### src/pcie_stream_pkg.sv
// PCIe stream types
package pcie_stream_pkg;

  // Stream widths
  localparam int DATA_WIDTH    = 32;
  localparam int KEEP_WIDTH    = DATA_WIDTH / 8;
  localparam int BAR_HIT_WIDTH = 7;

  // One received or transmitted data word
  typedef logic [DATA_WIDTH-1:0] data_t;

  // Byte enables, one bit per byte of data_t
  typedef logic [KEEP_WIDTH-1:0] keep_t;

  // One bit per BAR, as reported by the core with each received word
  typedef logic [BAR_HIT_WIDTH-1:0] bar_hit_t;

  // Bit positions in bar_hit_t that select a channel
  // Control has priority when both bits are set
  typedef enum logic [2:0] {
    BAR_CONTROL = 3'd0,
    BAR_DATA    = 3'd1
  } bar_sel_e;

  // Buffered unit, 37 bits wide
  typedef struct packed {
    data_t data;
    keep_t keep;
    logic  last;
  } stream_word_t;

  localparam int STREAM_WORD_WIDTH = $bits(stream_word_t);

endpackage

### src/stream_if.sv
// Valid/ready word stream
`timescale 1ns/1ps

interface stream_if
  import pcie_stream_pkg::*;
();

  data_t data;
  keep_t keep;
  logic  last;
  logic  valid;
  logic  ready;

  // A word moves on every edge where valid and ready are both high
  modport source (
    output data,
    output keep,
    output last,
    output valid,
    input  ready
  );

  modport sink (
    input  data,
    input  keep,
    input  last,
    input  valid,
    output ready
  );

endinterface

### src/bar_router.sv
// BAR-hit stream router
`timescale 1ns/1ps

module bar_router
  import pcie_stream_pkg::*;
(
  input  bar_hit_t   i_bar_hit,

  // Receive stream from the core
  input  data_t      i_rx_data,
  input  keep_t      i_rx_keep,
  input  logic       i_rx_last,
  input  logic       i_rx_valid,
  output logic       o_rx_ready,

  // Transmit stream to the core
  output data_t      o_tx_data,
  output keep_t      o_tx_keep,
  output logic       o_tx_last,
  output logic       o_tx_valid,
  input  logic       i_tx_ready,

  // Channel side
  stream_if.source   ctl_rx,
  stream_if.source   dat_rx,
  stream_if.sink     ctl_tx,
  stream_if.sink     dat_tx
);

  logic sel_ctl;
  logic sel_dat;

  // Control wins when both bits are set
  assign sel_ctl = i_bar_hit[BAR_CONTROL];
  assign sel_dat = i_bar_hit[BAR_DATA] && !sel_ctl;

  // Payload goes to both, valid only to the selected channel
  assign ctl_rx.data  = i_rx_data;
  assign ctl_rx.keep  = i_rx_keep;
  assign ctl_rx.last  = i_rx_last;
  assign ctl_rx.valid = i_rx_valid && sel_ctl;

  assign dat_rx.data  = i_rx_data;
  assign dat_rx.keep  = i_rx_keep;
  assign dat_rx.last  = i_rx_last;
  assign dat_rx.valid = i_rx_valid && sel_dat;

  // No channel hit leaves the receive stream stalled
  assign o_rx_ready = sel_ctl ? ctl_rx.ready :
                      sel_dat ? dat_rx.ready : 1'b0;

  assign ctl_tx.ready = i_tx_ready && sel_ctl;
  assign dat_tx.ready = i_tx_ready && sel_dat;

  assign o_tx_data  = sel_ctl ? ctl_tx.data :
                      sel_dat ? dat_tx.data : '0;
  assign o_tx_keep  = sel_ctl ? ctl_tx.keep :
                      sel_dat ? dat_tx.keep : '0;
  assign o_tx_last  = sel_ctl ? ctl_tx.last :
                      sel_dat ? dat_tx.last : 1'b0;
  assign o_tx_valid = sel_ctl ? ctl_tx.valid :
                      sel_dat ? dat_tx.valid : 1'b0;

endmodule

### src/flat_wrapper.sv
// flat-port wrapper written by rule: the top's interface ports become plain ports
module bar_router_flat import pcie_stream_pkg::*;
  (i_bar_hit, i_rx_data, i_rx_keep, i_rx_last, i_rx_valid, o_rx_ready, o_tx_data, o_tx_keep, o_tx_last, o_tx_valid, i_tx_ready, ctl_rx_data, ctl_rx_keep, ctl_rx_last, ctl_rx_valid, ctl_rx_ready, dat_rx_data, dat_rx_keep, dat_rx_last, dat_rx_valid, dat_rx_ready, ctl_tx_data, ctl_tx_keep, ctl_tx_last, ctl_tx_valid, ctl_tx_ready, dat_tx_data, dat_tx_keep, dat_tx_last, dat_tx_valid, dat_tx_ready);
  stream_if ctl_rx_i ();
  stream_if dat_rx_i ();
  stream_if ctl_tx_i ();
  stream_if dat_tx_i ();
  input  bar_hit_t i_bar_hit;
  input  data_t i_rx_data;
  input  keep_t i_rx_keep;
  input  logic i_rx_last;
  input  logic i_rx_valid;
  output logic o_rx_ready;
  output data_t o_tx_data;
  output keep_t o_tx_keep;
  output logic o_tx_last;
  output logic o_tx_valid;
  input  logic i_tx_ready;
  output wire logic [$bits(ctl_rx_i.data)-1:0] ctl_rx_data;
  output wire logic [$bits(ctl_rx_i.keep)-1:0] ctl_rx_keep;
  output wire logic [$bits(ctl_rx_i.last)-1:0] ctl_rx_last;
  output wire logic [$bits(ctl_rx_i.valid)-1:0] ctl_rx_valid;
  input wire logic [$bits(ctl_rx_i.ready)-1:0] ctl_rx_ready;
  output wire logic [$bits(dat_rx_i.data)-1:0] dat_rx_data;
  output wire logic [$bits(dat_rx_i.keep)-1:0] dat_rx_keep;
  output wire logic [$bits(dat_rx_i.last)-1:0] dat_rx_last;
  output wire logic [$bits(dat_rx_i.valid)-1:0] dat_rx_valid;
  input wire logic [$bits(dat_rx_i.ready)-1:0] dat_rx_ready;
  input wire logic [$bits(ctl_tx_i.data)-1:0] ctl_tx_data;
  input wire logic [$bits(ctl_tx_i.keep)-1:0] ctl_tx_keep;
  input wire logic [$bits(ctl_tx_i.last)-1:0] ctl_tx_last;
  input wire logic [$bits(ctl_tx_i.valid)-1:0] ctl_tx_valid;
  output wire logic [$bits(ctl_tx_i.ready)-1:0] ctl_tx_ready;
  input wire logic [$bits(dat_tx_i.data)-1:0] dat_tx_data;
  input wire logic [$bits(dat_tx_i.keep)-1:0] dat_tx_keep;
  input wire logic [$bits(dat_tx_i.last)-1:0] dat_tx_last;
  input wire logic [$bits(dat_tx_i.valid)-1:0] dat_tx_valid;
  output wire logic [$bits(dat_tx_i.ready)-1:0] dat_tx_ready;
  assign ctl_rx_data = ctl_rx_i.data;
  assign ctl_rx_keep = ctl_rx_i.keep;
  assign ctl_rx_last = ctl_rx_i.last;
  assign ctl_rx_valid = ctl_rx_i.valid;
  assign ctl_rx_i.ready = ctl_rx_ready;
  assign dat_rx_data = dat_rx_i.data;
  assign dat_rx_keep = dat_rx_i.keep;
  assign dat_rx_last = dat_rx_i.last;
  assign dat_rx_valid = dat_rx_i.valid;
  assign dat_rx_i.ready = dat_rx_ready;
  assign ctl_tx_i.data = ctl_tx_data;
  assign ctl_tx_i.keep = ctl_tx_keep;
  assign ctl_tx_i.last = ctl_tx_last;
  assign ctl_tx_i.valid = ctl_tx_valid;
  assign ctl_tx_ready = ctl_tx_i.ready;
  assign dat_tx_i.data = dat_tx_data;
  assign dat_tx_i.keep = dat_tx_keep;
  assign dat_tx_i.last = dat_tx_last;
  assign dat_tx_i.valid = dat_tx_valid;
  assign dat_tx_ready = dat_tx_i.ready;
  bar_router u_core (.i_bar_hit(i_bar_hit), .i_rx_data(i_rx_data), .i_rx_keep(i_rx_keep), .i_rx_last(i_rx_last), .i_rx_valid(i_rx_valid), .o_rx_ready(o_rx_ready), .o_tx_data(o_tx_data), .o_tx_keep(o_tx_keep), .o_tx_last(o_tx_last), .o_tx_valid(o_tx_valid), .i_tx_ready(i_tx_ready), .ctl_rx(ctl_rx_i), .dat_rx(dat_rx_i), .ctl_tx(ctl_tx_i), .dat_tx(dat_tx_i));
endmodule
### config.mk
export PLATFORM = sky130hd
export DESIGN_NAME = bar_router_flat
export DESIGN_NICKNAME = d
export VERILOG_FILES = /design/src/pcie_stream_pkg.sv /design/src/stream_if.sv /design/src/bar_router.sv /design/src/flat_wrapper.sv
export SDC_FILE = /design/constraint.sdc
export NUM_CORES = 1
export LEC_CHECK = 0
export ABC_AREA = 1
export BUFFER_PORTS_ARGS = -buffer_cell sky130_fd_sc_hd__buf_2
export CAP_MARGIN = 20
export CORE_AREA = 4 4 91 93
export DETAILED_ROUTE_END_ITERATION = 10
export DIE_AREA = 0 0 95 97
export PLACE_DENSITY = 0.61
export SLEW_MARGIN = 25
export SYNTH_ARGS = -nofsm -noshare
export SYNTH_HDL_FRONTEND = slang
export SYNTH_SLANG_ARGS = --single-unit
### constraint.sdc
create_clock -name vclk -period 0.8
set_input_delay 0.12 -clock vclk [all_inputs]
set_output_delay 0.12 -clock vclk [all_outputs]
set_load 0.1 [all_outputs]
After elaboration in Yosys (flattened, before gate mapping)

Index checks and enable logic that the tools add are counted.

Multiplexer cells: 10
Reductions and logical operators: 6

Operators with widths:

| operator          | number |
|---|---|
| $mux 32           | 2 |
| $mux 4            | 2 |
| $mux 1            | 6 |
| $logic_and 1x1->1 | 5 |
| $logic_not 1->1   | 1 |

Flip-flop bits (word level): 0
Output and inout port bits: 117

Depth between registers and ports, before layout

Word-level depth: 4
Mapped depth: 5
Depth with buffers taken out: 3

Worst setup path before layout

No wires, ideal clock.

Kind: input port to output port
Start point: input i_bar_hit[0]
End point: output dat_rx_valid
Data arrival time: 1,255 ps
Data required time: 680 ps
Path slack: -575 ps
Cell stages on the path: 5
Path buffers: 2
Cell sequence: buf_6 > inv_6 > buf_6 > nand2_4 > nor2_2

Longest elaborated chain between the ends: 3

RTL lines:

| what              | RTL line           | text |
|---|---|---|
| from (decl)       | flat_wrapper.sv:8  | `input bar_hit_t i_bar_hit;` |
| $logic_not 1->1   | bar_router.sv:35   | `assign sel_dat = i_bar_hit[BAR_DATA] && !sel_ctl;` |
| $logic_and 1x1->1 | bar_router.sv:35   |  |
| $logic_and 1x1->1 | bar_router.sv:46   | `assign dat_rx.valid = i_rx_valid && sel_dat;` |
| to (decl)         | flat_wrapper.sv:27 | `output wire logic [$bits(dat_rx_i.valid)-1:0] dat_rx_valid;` |

Every way passes these cells.

Final worst setup path

Start point: input i_bar_hit[0]
End point: output ctl_rx_valid

Longest elaborated chain between the ends: 1

RTL lines:

| what              | RTL line           | text |
|---|---|---|
| $logic_and 1x1->1 | bar_router.sv:41   | `assign ctl_rx.valid = i_rx_valid && sel_ctl;` |
| to (decl)         | flat_wrapper.sv:22 | `output wire logic [$bits(ctl_rx_i.valid)-1:0] ctl_rx_valid;` |

Every way passes these cells.

==> summary.txt <==
Status
  • Outcome: finished with violations
  • Failing checks: negative setup slack

Place
  • GPL Wtd Cong: 0.700
  • Setup WS pre-CTS: -412 ps
  • Number of port buffers: 125
  • DPL Wire Length: 4270 um

Clock network
  • Hold-fix buffers, CTS: 0

Layout
  • Clkbuf count: 0
  • Nets: 397
  • Post-layout util: 45.4%
  • Area of the multi-input gates: 0.00151 mm^2
  • Seq cells: 0
  • Register area: 0 um^2
  • ANT cells: 0
  • Share of cells above drive strength 1: 91.1%
  • Area grow syn2layout: 179%
  • Layout fillers: 710

GRT
  • GRT Max-Usage Layer: met2
  • M3 GR Usage: 2.41%
  • Met2 usage: 23.2%
  • Initial antenna violation count: 0
  • Total gr overflow: 0
  • Global-route wire length before repair: 8790 um
  • Largest net degree at the start of global routing: 14
  • Total track usage: 11.9%
  • Vias in the first global route: 1735
  • Met1 Use GR: 12.5%

Worst setup path
  • Setup CP Type: in -> out
  • CP startpoint kind: input port
  • Worst EP arrival: 840 ps
  • Crit-path max FO: 5
  • CP required: 680 ps
  • Crit end category: output port

STA
  • RSZ-0062 raised after global routing: true
  • Worst-Margin Slew: 186 ps
  • Slew margin rel.: 87.6%
  • Fin crit share: 120%
  • Final TNS setup: -5100 ps
  • Slew Viols, Final: 0
  • Hold slack: 240 ps
  • Hold Vio Cnt, Final: 0
  • Max frequency: 1.04 GHz
  • Post-route setup slack: -162 ps
  • Final worst path period need: 962 ps
  • Final setup fails: 43

Detailed routing
  • Router iterations before antenna repair: 4
  • Remaining antenna violation count: 0
  • DR iter-0 viols: 13
  • Drc violations: 0
  • Post-Route WL: 5790 um
  • Vias post-DR: 1534
  • Vias per cell: 4.11
  • Avg WL per Cell: 15.5 um

Power and ir drop
  • Pwr Total: 3.23 mW
  • Leakage: 1.45 nW
  • VDD IR max: 405 uV
  • Power Dens Cells: 945 mW/mm^2

Yosys
  • Most frequent cell after synthesis: nand2_1
  • Mapped Cells: 214
  • Syn Nets: 338
  • Synth top area share: 47.9%
  • Register area share after synthesis: 0%
  • Mapped Area: 0.00122 mm^2
  • Synth cell count leaders: nand2_1 (80), buf_4 (78), nand3_1 (36)
  • Synth area leader: buf_4
  • Syn_area_per_cell: 5.71 um^2
  • YS warnings: 0
  • Cell variety after synth: 11
  • Area contributors post-synth: buf_4 (48%), nand2_1 (25%), nand3_1 (15%), buf_6 (4.6%), nand3_2 (2.5%)

Die
  • I/O pin count: 241
  • # rows: 32
  • Starting Density: 16.2%
  • Die X: 95 um
  • Core area: 0.00753 mm^2
  • Die area: 0.00922 mm^2
  • Die height: 97 um

Job
  • Number of max-cap violations: 0

Min path
  • Hold WC Path Type: in -> out
cell usage in the layout (no fill, tap or decap):
cell type	n
buf_12	53
buf_16	7
buf_2	80
buf_4	1
buf_6	1
clkbuf_16	2
clkinv_16	1
clkinvlp_4	2
inv_1	2
nand2_1	21
nand2_2	12
nand2_4	27
nand2_8	21
nand3_1	1
nand3_2	8
nand3_4	30
nor2_4	2
worst max-delay path, cell delays in order:
cell and delay [ps]:
buf_12 130, buf_12 130, buf_16 140, nand2_4 60, clkinvlp_4 80, buf_12 160
worst paths after layout:
path / cells after the start / endpoint / startpoint / slack [ps]
min: 0 / ctl_rx_data[6] / i_rx_data[6] / 240
max: 6 / ctl_rx_valid / i_bar_hit[0] / -160
per-stage QoR:
stage          std cells  cell area, um^2
3_5_place_dp         364             2810
2_1_floorplan        214             1960
4_1_cts              371             3260
5_1_grt              373             3410
6_report             373             3410
3_3_place_gp         364             2810
cell families after synthesis:
family | share of synthesized area [%]
buf+inv | 56.3
simple gates | 43.7
per-layer routing:
metal / routed length [um] / share of wire, % / vias up
met5: 0 / 0 / -
met4: 93 / 1.6 / 0
met3: 547 / 9.4 / 19
met2: 3280 / 57 / 86
met1: 1870 / 32 / 707
li1: - / - / 722
layout make-up:
type               instances  area share [%]
repair buffers           144            50.5
well taps                102            3.74
inverters                  5            1.54
multi-input cells        122            44.3
power breakdown:
group / leakage, nW / switching [mW] / internal, mW / total (mW)
Clock: 0 / 0 / 0 / 0
Sequential: 0 / 0 / 0 / 0
Combinational: 1.45 / 1.98 / 1.25 / 3.23
Total: 1.45 / 1.98 / 1.25 / 3.23
timing repair:
action,in CTS,in global routing
endpoints found under the setup margin,43,43
buffers inserted,2,0
gates cloned,6,2
pin swaps,18,15
resized for setup,58,19
(Power assumes the default switching activity.)
