### src/pcie_irq_pkg.sv
// Interrupt requester types
package pcie_irq_pkg;

  localparam int IRQ_CHANNEL_WIDTH = 8;

  // Requester states
  // IRQ_SEND holds the request until the core grants it
  typedef enum logic {
    IRQ_IDLE = 1'b0,
    IRQ_SEND = 1'b1
  } irq_state_e;

  // Channel number carried with the request
  typedef logic [IRQ_CHANNEL_WIDTH-1:0] irq_channel_t;

endpackage

### src/irq_requester.sv
// Configuration interrupt requester
`timescale 1ns/1ps

module irq_requester
  import pcie_irq_pkg::*;
(
  input  logic          clk_62p5,
  input  logic          pcie_reset,

  input  logic          i_interrupt_stb,
  input  irq_channel_t  i_interrupt_channel,

  input  logic          i_cfg_interrupt_rdy,
  output logic          o_cfg_interrupt,
  output irq_channel_t  o_cfg_interrupt_di
);

  irq_state_e   irq_state;
  irq_channel_t channel_q;

  always_ff @(posedge clk_62p5) begin
    if (pcie_reset) begin
      irq_state <= IRQ_IDLE;
    end else begin
      case (irq_state)
        IRQ_IDLE: begin
          if (i_interrupt_stb) begin
            irq_state <= IRQ_SEND;
          end
        end
        IRQ_SEND: begin
          // Hold until the core takes it, strobes here are dropped
          if (i_cfg_interrupt_rdy) begin
            irq_state <= IRQ_IDLE;
          end
        end
        default: irq_state <= IRQ_IDLE;
      endcase
    end
  end

  // Channel is captured only when a new request starts
  always_ff @(posedge clk_62p5) begin
    if (irq_state == IRQ_IDLE && i_interrupt_stb) begin
      channel_q <= i_interrupt_channel;
    end
  end

  assign o_cfg_interrupt    = (irq_state == IRQ_SEND);
  assign o_cfg_interrupt_di = channel_q;

endmodule

### config.mk
export PLATFORM = sky130hd
export DESIGN_NAME = irq_requester
export DESIGN_NICKNAME = d
export VERILOG_FILES = /design/src/pcie_irq_pkg.sv /design/src/irq_requester.sv
export SDC_FILE = /design/constraint.sdc
export NUM_CORES = 1
export LEC_CHECK = 0
export BUFFER_PORTS_ARGS = -buffer_cell sky130_fd_sc_hd__clkbuf_2
export CAP_MARGIN = 20
export CORE_AREA = 5 5 42 44
export DETAILED_ROUTE_END_ITERATION = 16
export DIE_AREA = 0 0 47 49
export REMOVE_ABC_BUFFERS = 1
export SYNTH_ARGS = -nofsm -noshare
export SYNTH_HDL_FRONTEND = slang
export SYNTH_SLANG_ARGS = --single-unit
### constraint.sdc
create_clock -name clk_62p5 -period 2 [get_ports clk_62p5]
set_input_delay 0.2 -clock clk_62p5 [delete_from_list [all_inputs] [get_ports clk_62p5]]
set_output_delay 0.2 -clock clk_62p5 [all_outputs]
set_load 0.02 [all_outputs]
; ---- After elaboration in Yosys (flattened, before gate mapping)
; Index checks and enable logic that the tools add are counted.
[word_totals]
mem_count = 0
elab_cells = 7
latchBits = 0
reg_bits = 9
mem_bits_ro = 0
mem_bits_rw = 0
out_inout_bits = 9
in_bits = 12
[op_classes]
n_mux = 3
n_bitwise = 1
n_reduce_logical = 1
n_shift = 0
magnitude_cmp = 0
eq_ne = 0
multipliers = 0
n_div = 0
n_addsub = 0
[op_table]
columns = cell, count
row1 = two-way mux 1 bit, 2
row2 = case mux 1 bit (2 select lines), 1
row3 = logical AND 1 bit, 1
row4 = inverter 1 bit, 1

; ---- Depth between registers and ports, before layout
; Gate-level depths: netlist of run 1.
[logic_depth]
depth_word = 2
depth_mapped = 2
ltp_nobuf = 2

; ---- Least setup slack after synthesis of run 1
; Ideal clock, no wire load.
[synth_path]
path_type = register to register
from = register irq_state (netlist: o_cfg_interrupt)
to = register channel_q[0] (netlist: o_cfg_interrupt_di[0]) (enable)
stages_incl_launch_ff = 2
arrival_ps = 749
slack_ps = 990
setup_ps = 260
t_required_ps = 1740
cell_sequence = dfxtp_1 > and2b_2
[synth_via]
elab_chain_cells = 2
[synth_rtl]
columns = item, line
row1 = start: declaration, irq_requester.sv:18  ; irq_state_e irq_state;
row2 = start signal: assignment, irq_requester.sv:23  ; irq_state <= IRQ_IDLE;
row3 = start signal: assignment, irq_requester.sv:28  ; irq_state <= IRQ_SEND;
row4 = start signal: assignment, irq_requester.sv:34  ; irq_state <= IRQ_IDLE;
row5 = inverter 1 bit, -
row6 = logical AND 1 bit, irq_requester.sv:44  ; if (irq_state == IRQ_IDLE && i_interrupt_stb) begin
row7 = end signal: assignment, irq_requester.sv:45  ; channel_q <= i_interrupt_channel;
row8 = end: declaration, irq_requester.sv:19  ; irq_channel_t channel_q;
; Every way passes these cells.
; A chain may end at the register's enable or synchronous reset.

; ---- Worst setup path in the final report of run 1
[layout_path]
from = register irq_state (netlist: o_cfg_interrupt)
to = output port o_cfg_interrupt
[layout_lines]
columns = item, line
row1 = end: declaration, irq_requester.sv:14  ; output logic o_cfg_interrupt,
; No word-level cell between the ends.

==> impl_metrics.csv, run 1 <==
group,metric,value,unit
synthesis,syn_inst,12,
global_route,overflow,0,
synthesis,yosys.cell_types.count,5,
routing,num_vias,189,
layout,seq_area,260,um^2
setup_path,cpPeakStageDelay,0.36,ns
global_route,antenna_found_initial,0,
layout,mostFrequentLayoutCells,"clkbuf_2 (20), edfxtp_1 (8), clkbuf_4 (3)",
power_and_ir_drop,p_leak,0.190,nW
power_and_ir_drop,ir_drop,0.366,mV
synthesis,synth_mux_area_share,0,%
synthesis,synth_top_family_by_area,"simple AND/OR/NAND/NOR gates",
synthesis,yosys-top-cells-area,"edfxtp_1 (86%), dfxtp_1 (7.1%), and2b_2 (3.1%)",
setup_path,crit_buf_inv,1,
sta,slew_violations,0,
cts,postCtsSetupBuffers,0,
sta,fmax,989,MHz
setup_path,crit_required,1.80,ns
synthesis,ys_seq_area_share,92.9,%
synthesis,synth-xor-area-share,0,%
routing,postRouteAntennaNets,0,
cts,cts_tree,"yes",
sta,relSlewSlack,88.2,%
worst_hold_path,min_path_type,"in -> reg",
die,die_w,47,um
die,initial_utilization,20.0,%
synthesis,yosys.area_share.simple,4.46,%
routing,dr.first_iter.drc_count,2,
cts,cts_buffers,3,
cts,ctsHoldBuffers,0,
layout,n_antenna_cell,0,
sta,fin_crit,1.01,ns
cts,clock-root-buffer,"clkbuf_4",
synthesis,synth.top_cell.area_share,85.7,%
layout,layout_commonest_cell,"clkbuf_2",
setup_path,crit_type,"reg -> out",
setup_path,crit_slowest_cell,"dfxtp_1",
cts,htree_levels,1,
cts,clock_path_buffers,2,
power_and_ir_drop,pwr_density_cell,946,nW/um^2
placement,place_congestion,0.654,
die,io_pins,21,
worst_hold_path,whs_path_depth,2,
global_route,grt_pass1_wl,938,um
sta,fin_skew,0.00468,ns
routing,post-route-drc-count,0,
layout,syn_to_final_growth,52.2,%
setup_path,worstSetupEndpointType,"output port",
routing,drt_wl_total,610,um
sta,rsz0062_at_grt,"false",
placement,portBuffers,20,
layout,multi_input_area,20.0,um^2
synthesis,synth_area_leader_cell,"edfxtp_1",
sta,hold_viol_final,0,
setup_path,crit_family,"flip-flops",
die,dieArea,2300,um^2
cts,cts_resized,0,
job,maxCapViolCount,0,
cts,clkTransAtPathRegs,0.06,ns
setup_path,worstPathArrival,0.81,ns
setup_path,crit_fanout,4,
status,outcome,"finished, final reports clean",
setup_path,start_kind,"flip-flop",
layout,fill_cells,158,
routing,dr.pass1.iters,2,
die,die_h,49,um
cts,cts.sinks,9,
routing,via_per_inst,3.63,
synthesis,ys_warn_count,0,
setup_path,rr_worst_depth,1,
synthesis,synth_compound_area_share,2.68,%
global_route,grt_usage,6.70,%
cts,clkLatencyLatePin,0.26,ns
synthesis,synth_area,280,um^2
synthesis,avgSynthCellArea,23.4,um^2
die,num_rows,14,
sta,fin_crit_sh,50.5,%
synthesis,synthAdderAreaFrac,0,%
global_route,grt_max_degree,9,
routing,wl_per_cell,11.7,um
sta,finalSetupTns,0,ns
sta,setup_violations,0,
layout,nNetsFinal,49,
die,core_area,1400,um^2
synthesis,ys_seq_elements,9,
setup_path,cp_cell_sequence,"clkbuf_2",
power_and_ir_drop,p_total,0.403,mW
setup_path,crit_cells,1,
sta,worst_pin_slew,0.176,ns
global_route,grt_pass1_vias,207,
layout,drive_gt1_share,66.7,%
==> where the power goes <==
part	internal [mW]	total, mW	switching [mW]
Combinational	0.0168	0.0429	0.0261
Sequential	0.218	0.222	0.00387
Clock	0.0768	0.138	0.0615
==> cells by family after synthesis <==
group	count (synthesis)
flip-flops	9
AND/OR/NAND/NOR	2
AO/OA/AOI/OAI	1
==> synth_stat cells, drive strengths merged <==
master and instances:
and2b 1, dfxtp 1, nor2 1, a211oi 1, edfxtp 8
==> final timing paths <==
path | start | slack [ns] | end
setup / recovery | o_cfg_interrupt$_SDFF_PP0_ | 0.99 | o_cfg_interrupt
hold / removal | pcie_reset | 0.10 | o_cfg_interrupt$_SDFF_PP0_
setup reg to reg | o_cfg_interrupt$_SDFF_PP0_ | 1.05 | o_cfg_interrupt_di[0]$_DFFE_PP_
hold reg to reg | o_cfg_interrupt$_SDFF_PP0_ | 0.49 | o_cfg_interrupt$_SDFF_PP0_
==> through the flow <==
stage          instance area (um^2)  cells  setup slack (ns)  hold WS (ns)  util, %
3_5_place_dp                    400     48              1.05         0.374     28.6
4_1_cts                         427     52             0.977        0.0896     30.4
3_3_place_gp                    400     48              1.07         0.371     28.6
5_1_grt                         427     52             0.934        0.0839     30.4
2_1_floorplan                   280     12             0.990         0.278        -
6_report                        427     52             0.989         0.103     30.4
==> state kept, by name, summed over array words and instances, names as in the netlist <==
register,cells
o_cfg_interrupt,1
o_cfg_interrupt_di,8
==> cell type report <==
class / count / share of cell area (%)
clock buffer: 4 / 6.16
multi-input combinational: 3 / 4.69
sequential: 9 / 61.0
tap: 16 / 4.69
timing repair buffer: 20 / 23.5
==> layer usage <==
| metal | share of wire (%) | GRT usage (%) | wire [um] |
|---|---|---|---|
| met5 | 0 | 0 | 0 |
| met1 | 39 | 8.01 | 237 |
| met2 | 29 | 5.20 | 177 |
| met4 | 1.1 | 4.15 | 7 |
| met3 | 31 | 9.96 | 188 |
Power figures use the tool's default switching activity.
==> run 2: changes to the inputs <==
Clock period 2 ns to 0.9 ns, I/O delays scaled along.
==> run 2 against run 1 <==
  * The run now ends with negative setup slack left
  * Combinational power rose to 3.4 times the previous value
  * Cell count rose by 7.7%
  * Non-clock buffer count rose by 4
  * Design area increased by 23%
  * Clock power is 110% higher
  * Die area stayed put
  * Critical path type is now reg -> reg
  * Largest cell class unchanged
==> impl_metrics.csv, run 2 (synthesized netlist as in run 1, its figures left out) <==
group,metric,value,unit
sta,fin_crit_sh,101,%
sta,slew_violations,0,
layout,drive_gt1_share,65.0,%
routing,num_vias,202,
setup_path,start_kind,"flip-flop",
worst_hold_path,min_path_type,"in -> reg",
global_route,grt_max_degree,9,
global_route,grtUsageMet3,4.06,%
die,num_rows,14,
layout,syn_to_final_growth,87.1,%
placement,dp_cells,49,
global_route,grt_pass1_wl,876,um
layout,mostFrequentLayoutCells,"clkbuf_2 (12), edfxtp_1 (8), buf_6 (8), clkbuf_4 (3), dlygate4sd3_1 (3)",
routing,drt_wl_total,604,um
setup_path,crit_family,"flip-flops",
sta,fin_skew,0.000414,ns
setup_path,crit_buf_inv,0,
setup_path,worstSetupEndpointType,"flip-flop",
setup_path,crit_fanout,8,
cts,cts.sinks,9,
die,io_pins,21,
sta,fmax,1100,MHz
status,outcome,"complete, but fails checks",
sta,rsz0062_at_grt,"true",
routing,wl_per_cell,10.8,um
power_and_ir_drop,internal_power,0.739,mW
power_and_ir_drop,switchingPower,0.197,mW
global_route,grt_pass1_vias,211,
power_and_ir_drop,ir_drop,0.660,mV
sta,fin_crit,0.911,ns
layout,layout_commonest_cell,"clkbuf_2",
setup_path,r2r_setup_slack,-0.01,ns
layout,multi_input_area,21.3,um^2
sta,worst_pin_slew,0.177,ns
die,dieArea,2300,um^2
sta,setup_violations,8,
cts,clkLatencyLatePin,0.25,ns
power_and_ir_drop,p_clk_share,31.2,%
layout,nNetsFinal,53,
status,violations,"negative setup slack",
global_route,antenna_found_initial,0,
layout,stdcell_count,56,
placement,portBuffers,20,
placement,place_congestion,0.670,
power_and_ir_drop,power.share.sequential,53.3,%
setup_path,crit_type,"reg -> reg",
setup_path,cp_cell_sequence,"and2b_4",
die,core_area,1400,um^2
setup_path,crit_slowest_cell,"dfxtp_2",
routing,post-route-drc-count,0,
sta,relSlewSlack,88.1,%
die,die_w,47,um
placement,place_area,408,um^2
layout,n_antenna_cell,0,
cts,htree_levels,1,
routing,dr.pass1.iters,1,
routing,postRouteAntennaNets,0,
global_route,grt_usage,5.92,%
power_and_ir_drop,p_leak,0.226,nW
layout,largest_reg_flops,8,
sta,fin_ws,-0.0107,ns
cts,clkTransAtPathRegs,0.06,ns
global_route,grt_busiest_layer,"met1",
layout,design_area,524,um^2
job,maxCapViolCount,0,
cts,postCtsSetupBuffers,0,
power_and_ir_drop,pwr_density_cell,1780,nW/um^2
global_route,use_met2,5.20,%
die,initial_utilization,20.0,%
power_and_ir_drop,power_frac_comb,15.6,%
power_and_ir_drop,p_sw_share,21.0,%
cts,clock_path_buffers,2,
layout,fill_cells,153,
setup_path,worstPathArrival,0.87,ns
cts,cts_buffers,3,
routing,via_per_inst,3.61,
routing,dr.first_iter.drc_count,0,
global_route,grtUsageMet1,8.47,%
cts,clock-root-buffer,"clkbuf_4",
die,die_h,49,um
setup_path,crit_required,0.86,ns
sta,hold_viol_final,0,
cts,cts_tree,"yes",
setup_path,cpPeakStageDelay,0.32,ns
global_route,overflow,0,
layout,seq_area,262,um^2
## run 2: cell count changes in the layout (fill, tap and decap cells not counted), sizes merged
cell | previous run | this run
buf | 0 | 9
clkbuf | 24 | 16
dlygate4sd3 | 0 | 3
## run 2: area by class of cell
cell class / count / share of cell area [%]
well taps: 16 / 3.82
repair buffers: 24 / 37.2
clock buffers: 4 / 5.01
multi-input cells: 3 / 4.06
flip-flops and latches: 9 / 49.9
## run 2: through the flow
step	TNS [ns]	hold slack, ns	worst slack, ns	utilization [%]	power, mW
4_1_cts	-0.151	0.00357	-0.0173	33.5	0.921
6_report	-0.0828	0.0141	-0.0107	37.4	0.935
5_1_grt	-0.307	0.00411	-0.0311	37.4	0.986
2_1_floorplan	-0.879	0.168	-0.110	-	0.549
3_5_place_dp	-0.100	0.261	-0.0126	29.1	0.605
3_3_place_gp	0	0.258	0.00271	29.1	0.604
## run 2: metal layers
| metal | up-vias | share of wire [%] | wire, um |
|---|---|---|---|
| met1 | 78 | 42 | 256 |
| met5 | - | 0 | 0 |
| met4 | 0 | 0.66 | 4 |
| met2 | 21 | 34 | 208 |
| met3 | 2 | 22 | 135 |
| li1 | 101 | - | - |
## run 2: worst paths after layout
| kind | endpoint | cells past startpoint | start |
|---|---|---|---|
| hold / removal | o_cfg_interrupt_di[2]$_DFFE_PP_ | 1 | i_interrupt_channel[2] |
| setup reg to reg | o_cfg_interrupt_di[0]$_DFFE_PP_ | 1 | o_cfg_interrupt$_SDFF_PP0_ |
| hold reg to reg | o_cfg_interrupt$_SDFF_PP0_ | 2 | o_cfg_interrupt$_SDFF_PP0_ |
| setup / recovery | o_cfg_interrupt_di[0]$_DFFE_PP_ | 1 | o_cfg_interrupt$_SDFF_PP0_ |
## run 2: power by group through the flow
stage	combinational, mW	clock (mW)	sequential, mW
after floorplan	0.0137	0	0.535
after global placement	0.102	0	0.502
after detailed placement	0.103	0	0.503
after CTS	0.120	0.306	0.495
after global routing	0.155	0.330	0.501
final	0.145	0.292	0.498
## run 2: repair_timing
| item | CTS | global route |
|---|---|---|
| hold buffers | 2 | 1 |
| gates cloned | 0 | 0 |
| gates resized for setup | 5 | 22 |
| endpoints found under the setup margin | 10 | 16 |
| hold endpoints to repair | 1 | 1 |
==> run 3: changes to the inputs <==
Settings changed: BUFFER_PORTS_ARGS -buffer_cell sky130_fd_sc_hd__clkbuf_2 to -buffer_cell sky130_fd_sc_hd__buf_4.
==> run 3 against run 2 <==
  * The flow still finishes with violations (negative setup slack)
  * Cell count is 5.4% higher
  * Clock-buffer cell count stayed put
  * Largest power group unchanged
  * Highest routed layer unchanged
  * Register-to-register slack hardly changed
  * Largest cell class unchanged
  * Critical path depth stayed put
==> impl_metrics.csv, run 3 (synthesized netlist as in run 1, its figures left out) <==
group,metric,value,unit
status,outcome,"complete, but fails checks",
status,violations,"negative setup slack",
placement,dp_cells,49,
power_and_ir_drop,internal_power,0.760,mW
power_and_ir_drop,pwr_density_cell,1670,nW/um^2
layout,nNetsFinal,56,
global_route,grtUsageMet1,9.36,%
sta,rsz0062_at_grt,"true",
cts,clock_path_buffers,2,
cts,cts_tree,"yes",
cts,postCtsSetupBuffers,0,
cts,clock-root-buffer,"clkbuf_4",
global_route,grt_usage,7.56,%
die,initial_utilization,20.0,%
sta,relSlewSlack,88.9,%
cts,clkLatencyLatePin,0.26,ns
routing,num_vias,224,
setup_path,crit_family,"flip-flops",
die,die_h,49,um
setup_path,r2r_setup_slack,-0.02,ns
setup_path,rr_worst_depth,1,
power_and_ir_drop,switchingPower,0.208,mW
worst_hold_path,whs_path_depth,1,
layout,stdcell_count,59,
power_and_ir_drop,p_total,0.968,mW
cts,clkTransAtPathRegs,0.06,ns
global_route,grtUsageMet3,4.43,%
setup_path,start_kind,"flip-flop",
global_route,overflow,0,
power_and_ir_drop,p_clk_share,31.2,%
die,num_rows,14,
die,io_pins,21,
layout,layout_commonest_cell,"buf_4",
global_route,grt_max_degree,9,
routing,dr.first_iter.drc_count,0,
routing,wl_per_cell,12.0,um
global_route,use_met2,7.92,%
worst_hold_path,worstHoldStart,"i_interrupt_channel[1]",
setup_path,crit_type,"reg -> reg",
sta,fin_crit_sh,102,%
setup_path,rr_startpoint,"o_cfg_interrupt$_SDFF_PP0_",
placement,pre_cts_slack,-0.0125,ns
global_route,grt_busiest_layer,"met1",
job,maxCapViolCount,0,
layout,drive_gt1_share,60.5,%
routing,dr.pass1.iters,1,
sta,finalSetupTns,-0.136,ns
setup_path,crit_slowest_cell,"dfxtp_2",
cts,cts_buffers,3,
setup_path,crit_buf_inv,0,
sta,fin_ws,-0.0189,ns
sta,worst_pin_slew,0.166,ns
cts,htree_levels,1,
setup_path,worstSetupEndpointType,"flip-flop",
layout,syn_to_final_growth,107,%
power_and_ir_drop,ir_drop,0.626,mV
die,dieArea,2300,um^2
routing,drt_wl_total,709,um
power_and_ir_drop,p_sw_share,21.5,%
sta,fmax,1090,MHz
power_and_ir_drop,p_leak,0.245,nW
global_route,grt_pass1_wl,1080,um
setup_path,crit_fanout,8,
layout,mostFrequentLayoutCells,"buf_4 (12), buf_6 (9), edfxtp_1 (8), dlygate4sd3_1 (6), clkbuf_4 (3)",
power_and_ir_drop,power_frac_comb,17.4,%
sta,fin_crit,0.919,ns
global_route,antenna_found_initial,0,
setup_path,cp_cell_sequence,"and2b_4",
setup_path,cpPeakStageDelay,0.32,ns
placement,portBuffers,20,
routing,via_per_inst,3.80,
placement,place_congestion,0.653,
layout,final_util,41.4,%
power_and_ir_drop,power.share.sequential,51.4,%
placement,place_area,458,um^2
setup_path,crit_required,0.86,ns
sta,fin_hold_ws,0.0130,ns
die,core_area,1400,um^2
layout,design_area,581,um^2
global_route,grt_pass1_vias,252,
sta,hold_viol_final,0,
routing,postRouteAntennaNets,0,
layout,largest_reg_flops,8,
sta,setup_violations,8,
routing,post-route-drc-count,0,
setup_path,r2r_end,"o_cfg_interrupt_di[5]$_DFFE_PP_",
worst_hold_path,min_path_type,"in -> reg",
setup_path,worstPathArrival,0.88,ns
sta,slew_violations,0,
sta,fin_skew,0.00318,ns
worst_hold_path,holdPathEnd,"o_cfg_interrupt_di[1]$_DFFE_PP_",
die,die_w,47,um
cts,cts.sinks,9,
layout,n_antenna_cell,0,
==> run 3: power groups by stage <==
stage	combinational, mW	clock (mW)	sequential (mW)
2_1_floorplan	0.0137	0	0.535
3_3_place_gp	0.128	0	0.502
5_1_grt	0.181	0.335	0.500
3_5_place_dp	0.132	0	0.502
4_1_cts	0.156	0.318	0.495
6_report	0.168	0.301	0.498
==> run 3: area by class of cell <==
class	instances	area (um^2)
fillers	143	821
clock buffers	4	26.3
repair buffers	27	251
multi-input cells	3	21.3
flip-flops and latches	9	262
well taps	16	20.0
==> run 3: worst max path at each step <==
stage | start | to | cells after the start | slack (ns)
after floorplan | o_cfg_interrupt$_SDFF_PP0_ | o_cfg_interrupt_di[0]$_DFFE_PP_ | 1 | -0.11
after global placement | o_cfg_interrupt$_SDFF_PP0_ | o_cfg_interrupt_di[5]$_DFFE_PP_ | 1 | 0.002
after detailed placement | o_cfg_interrupt$_SDFF_PP0_ | o_cfg_interrupt_di[5]$_DFFE_PP_ | 1 | -0.01
after CTS | o_cfg_interrupt$_SDFF_PP0_ | o_cfg_interrupt_di[5]$_DFFE_PP_ | 1 | -0.02
after global routing | o_cfg_interrupt$_SDFF_PP0_ | o_cfg_interrupt_di[5]$_DFFE_PP_ | 1 | -0.03
final | o_cfg_interrupt$_SDFF_PP0_ | o_cfg_interrupt_di[5]$_DFFE_PP_ | 1 | -0.02
==> run 3: what timing repair did <==
item | CTS | global route
gates resized for setup | 6 | 5
hold buffers | 4 | 2
setup endpoints to repair | 11 | 16
endpoints found under the hold margin | 3 | 2
==> run 3: per-layer routing <==
metal  up-vias  routed length, um
met5         -                  0
met4         0                 11
met3         2                130
met2        21                293
met1        93                274
li1        108                  -
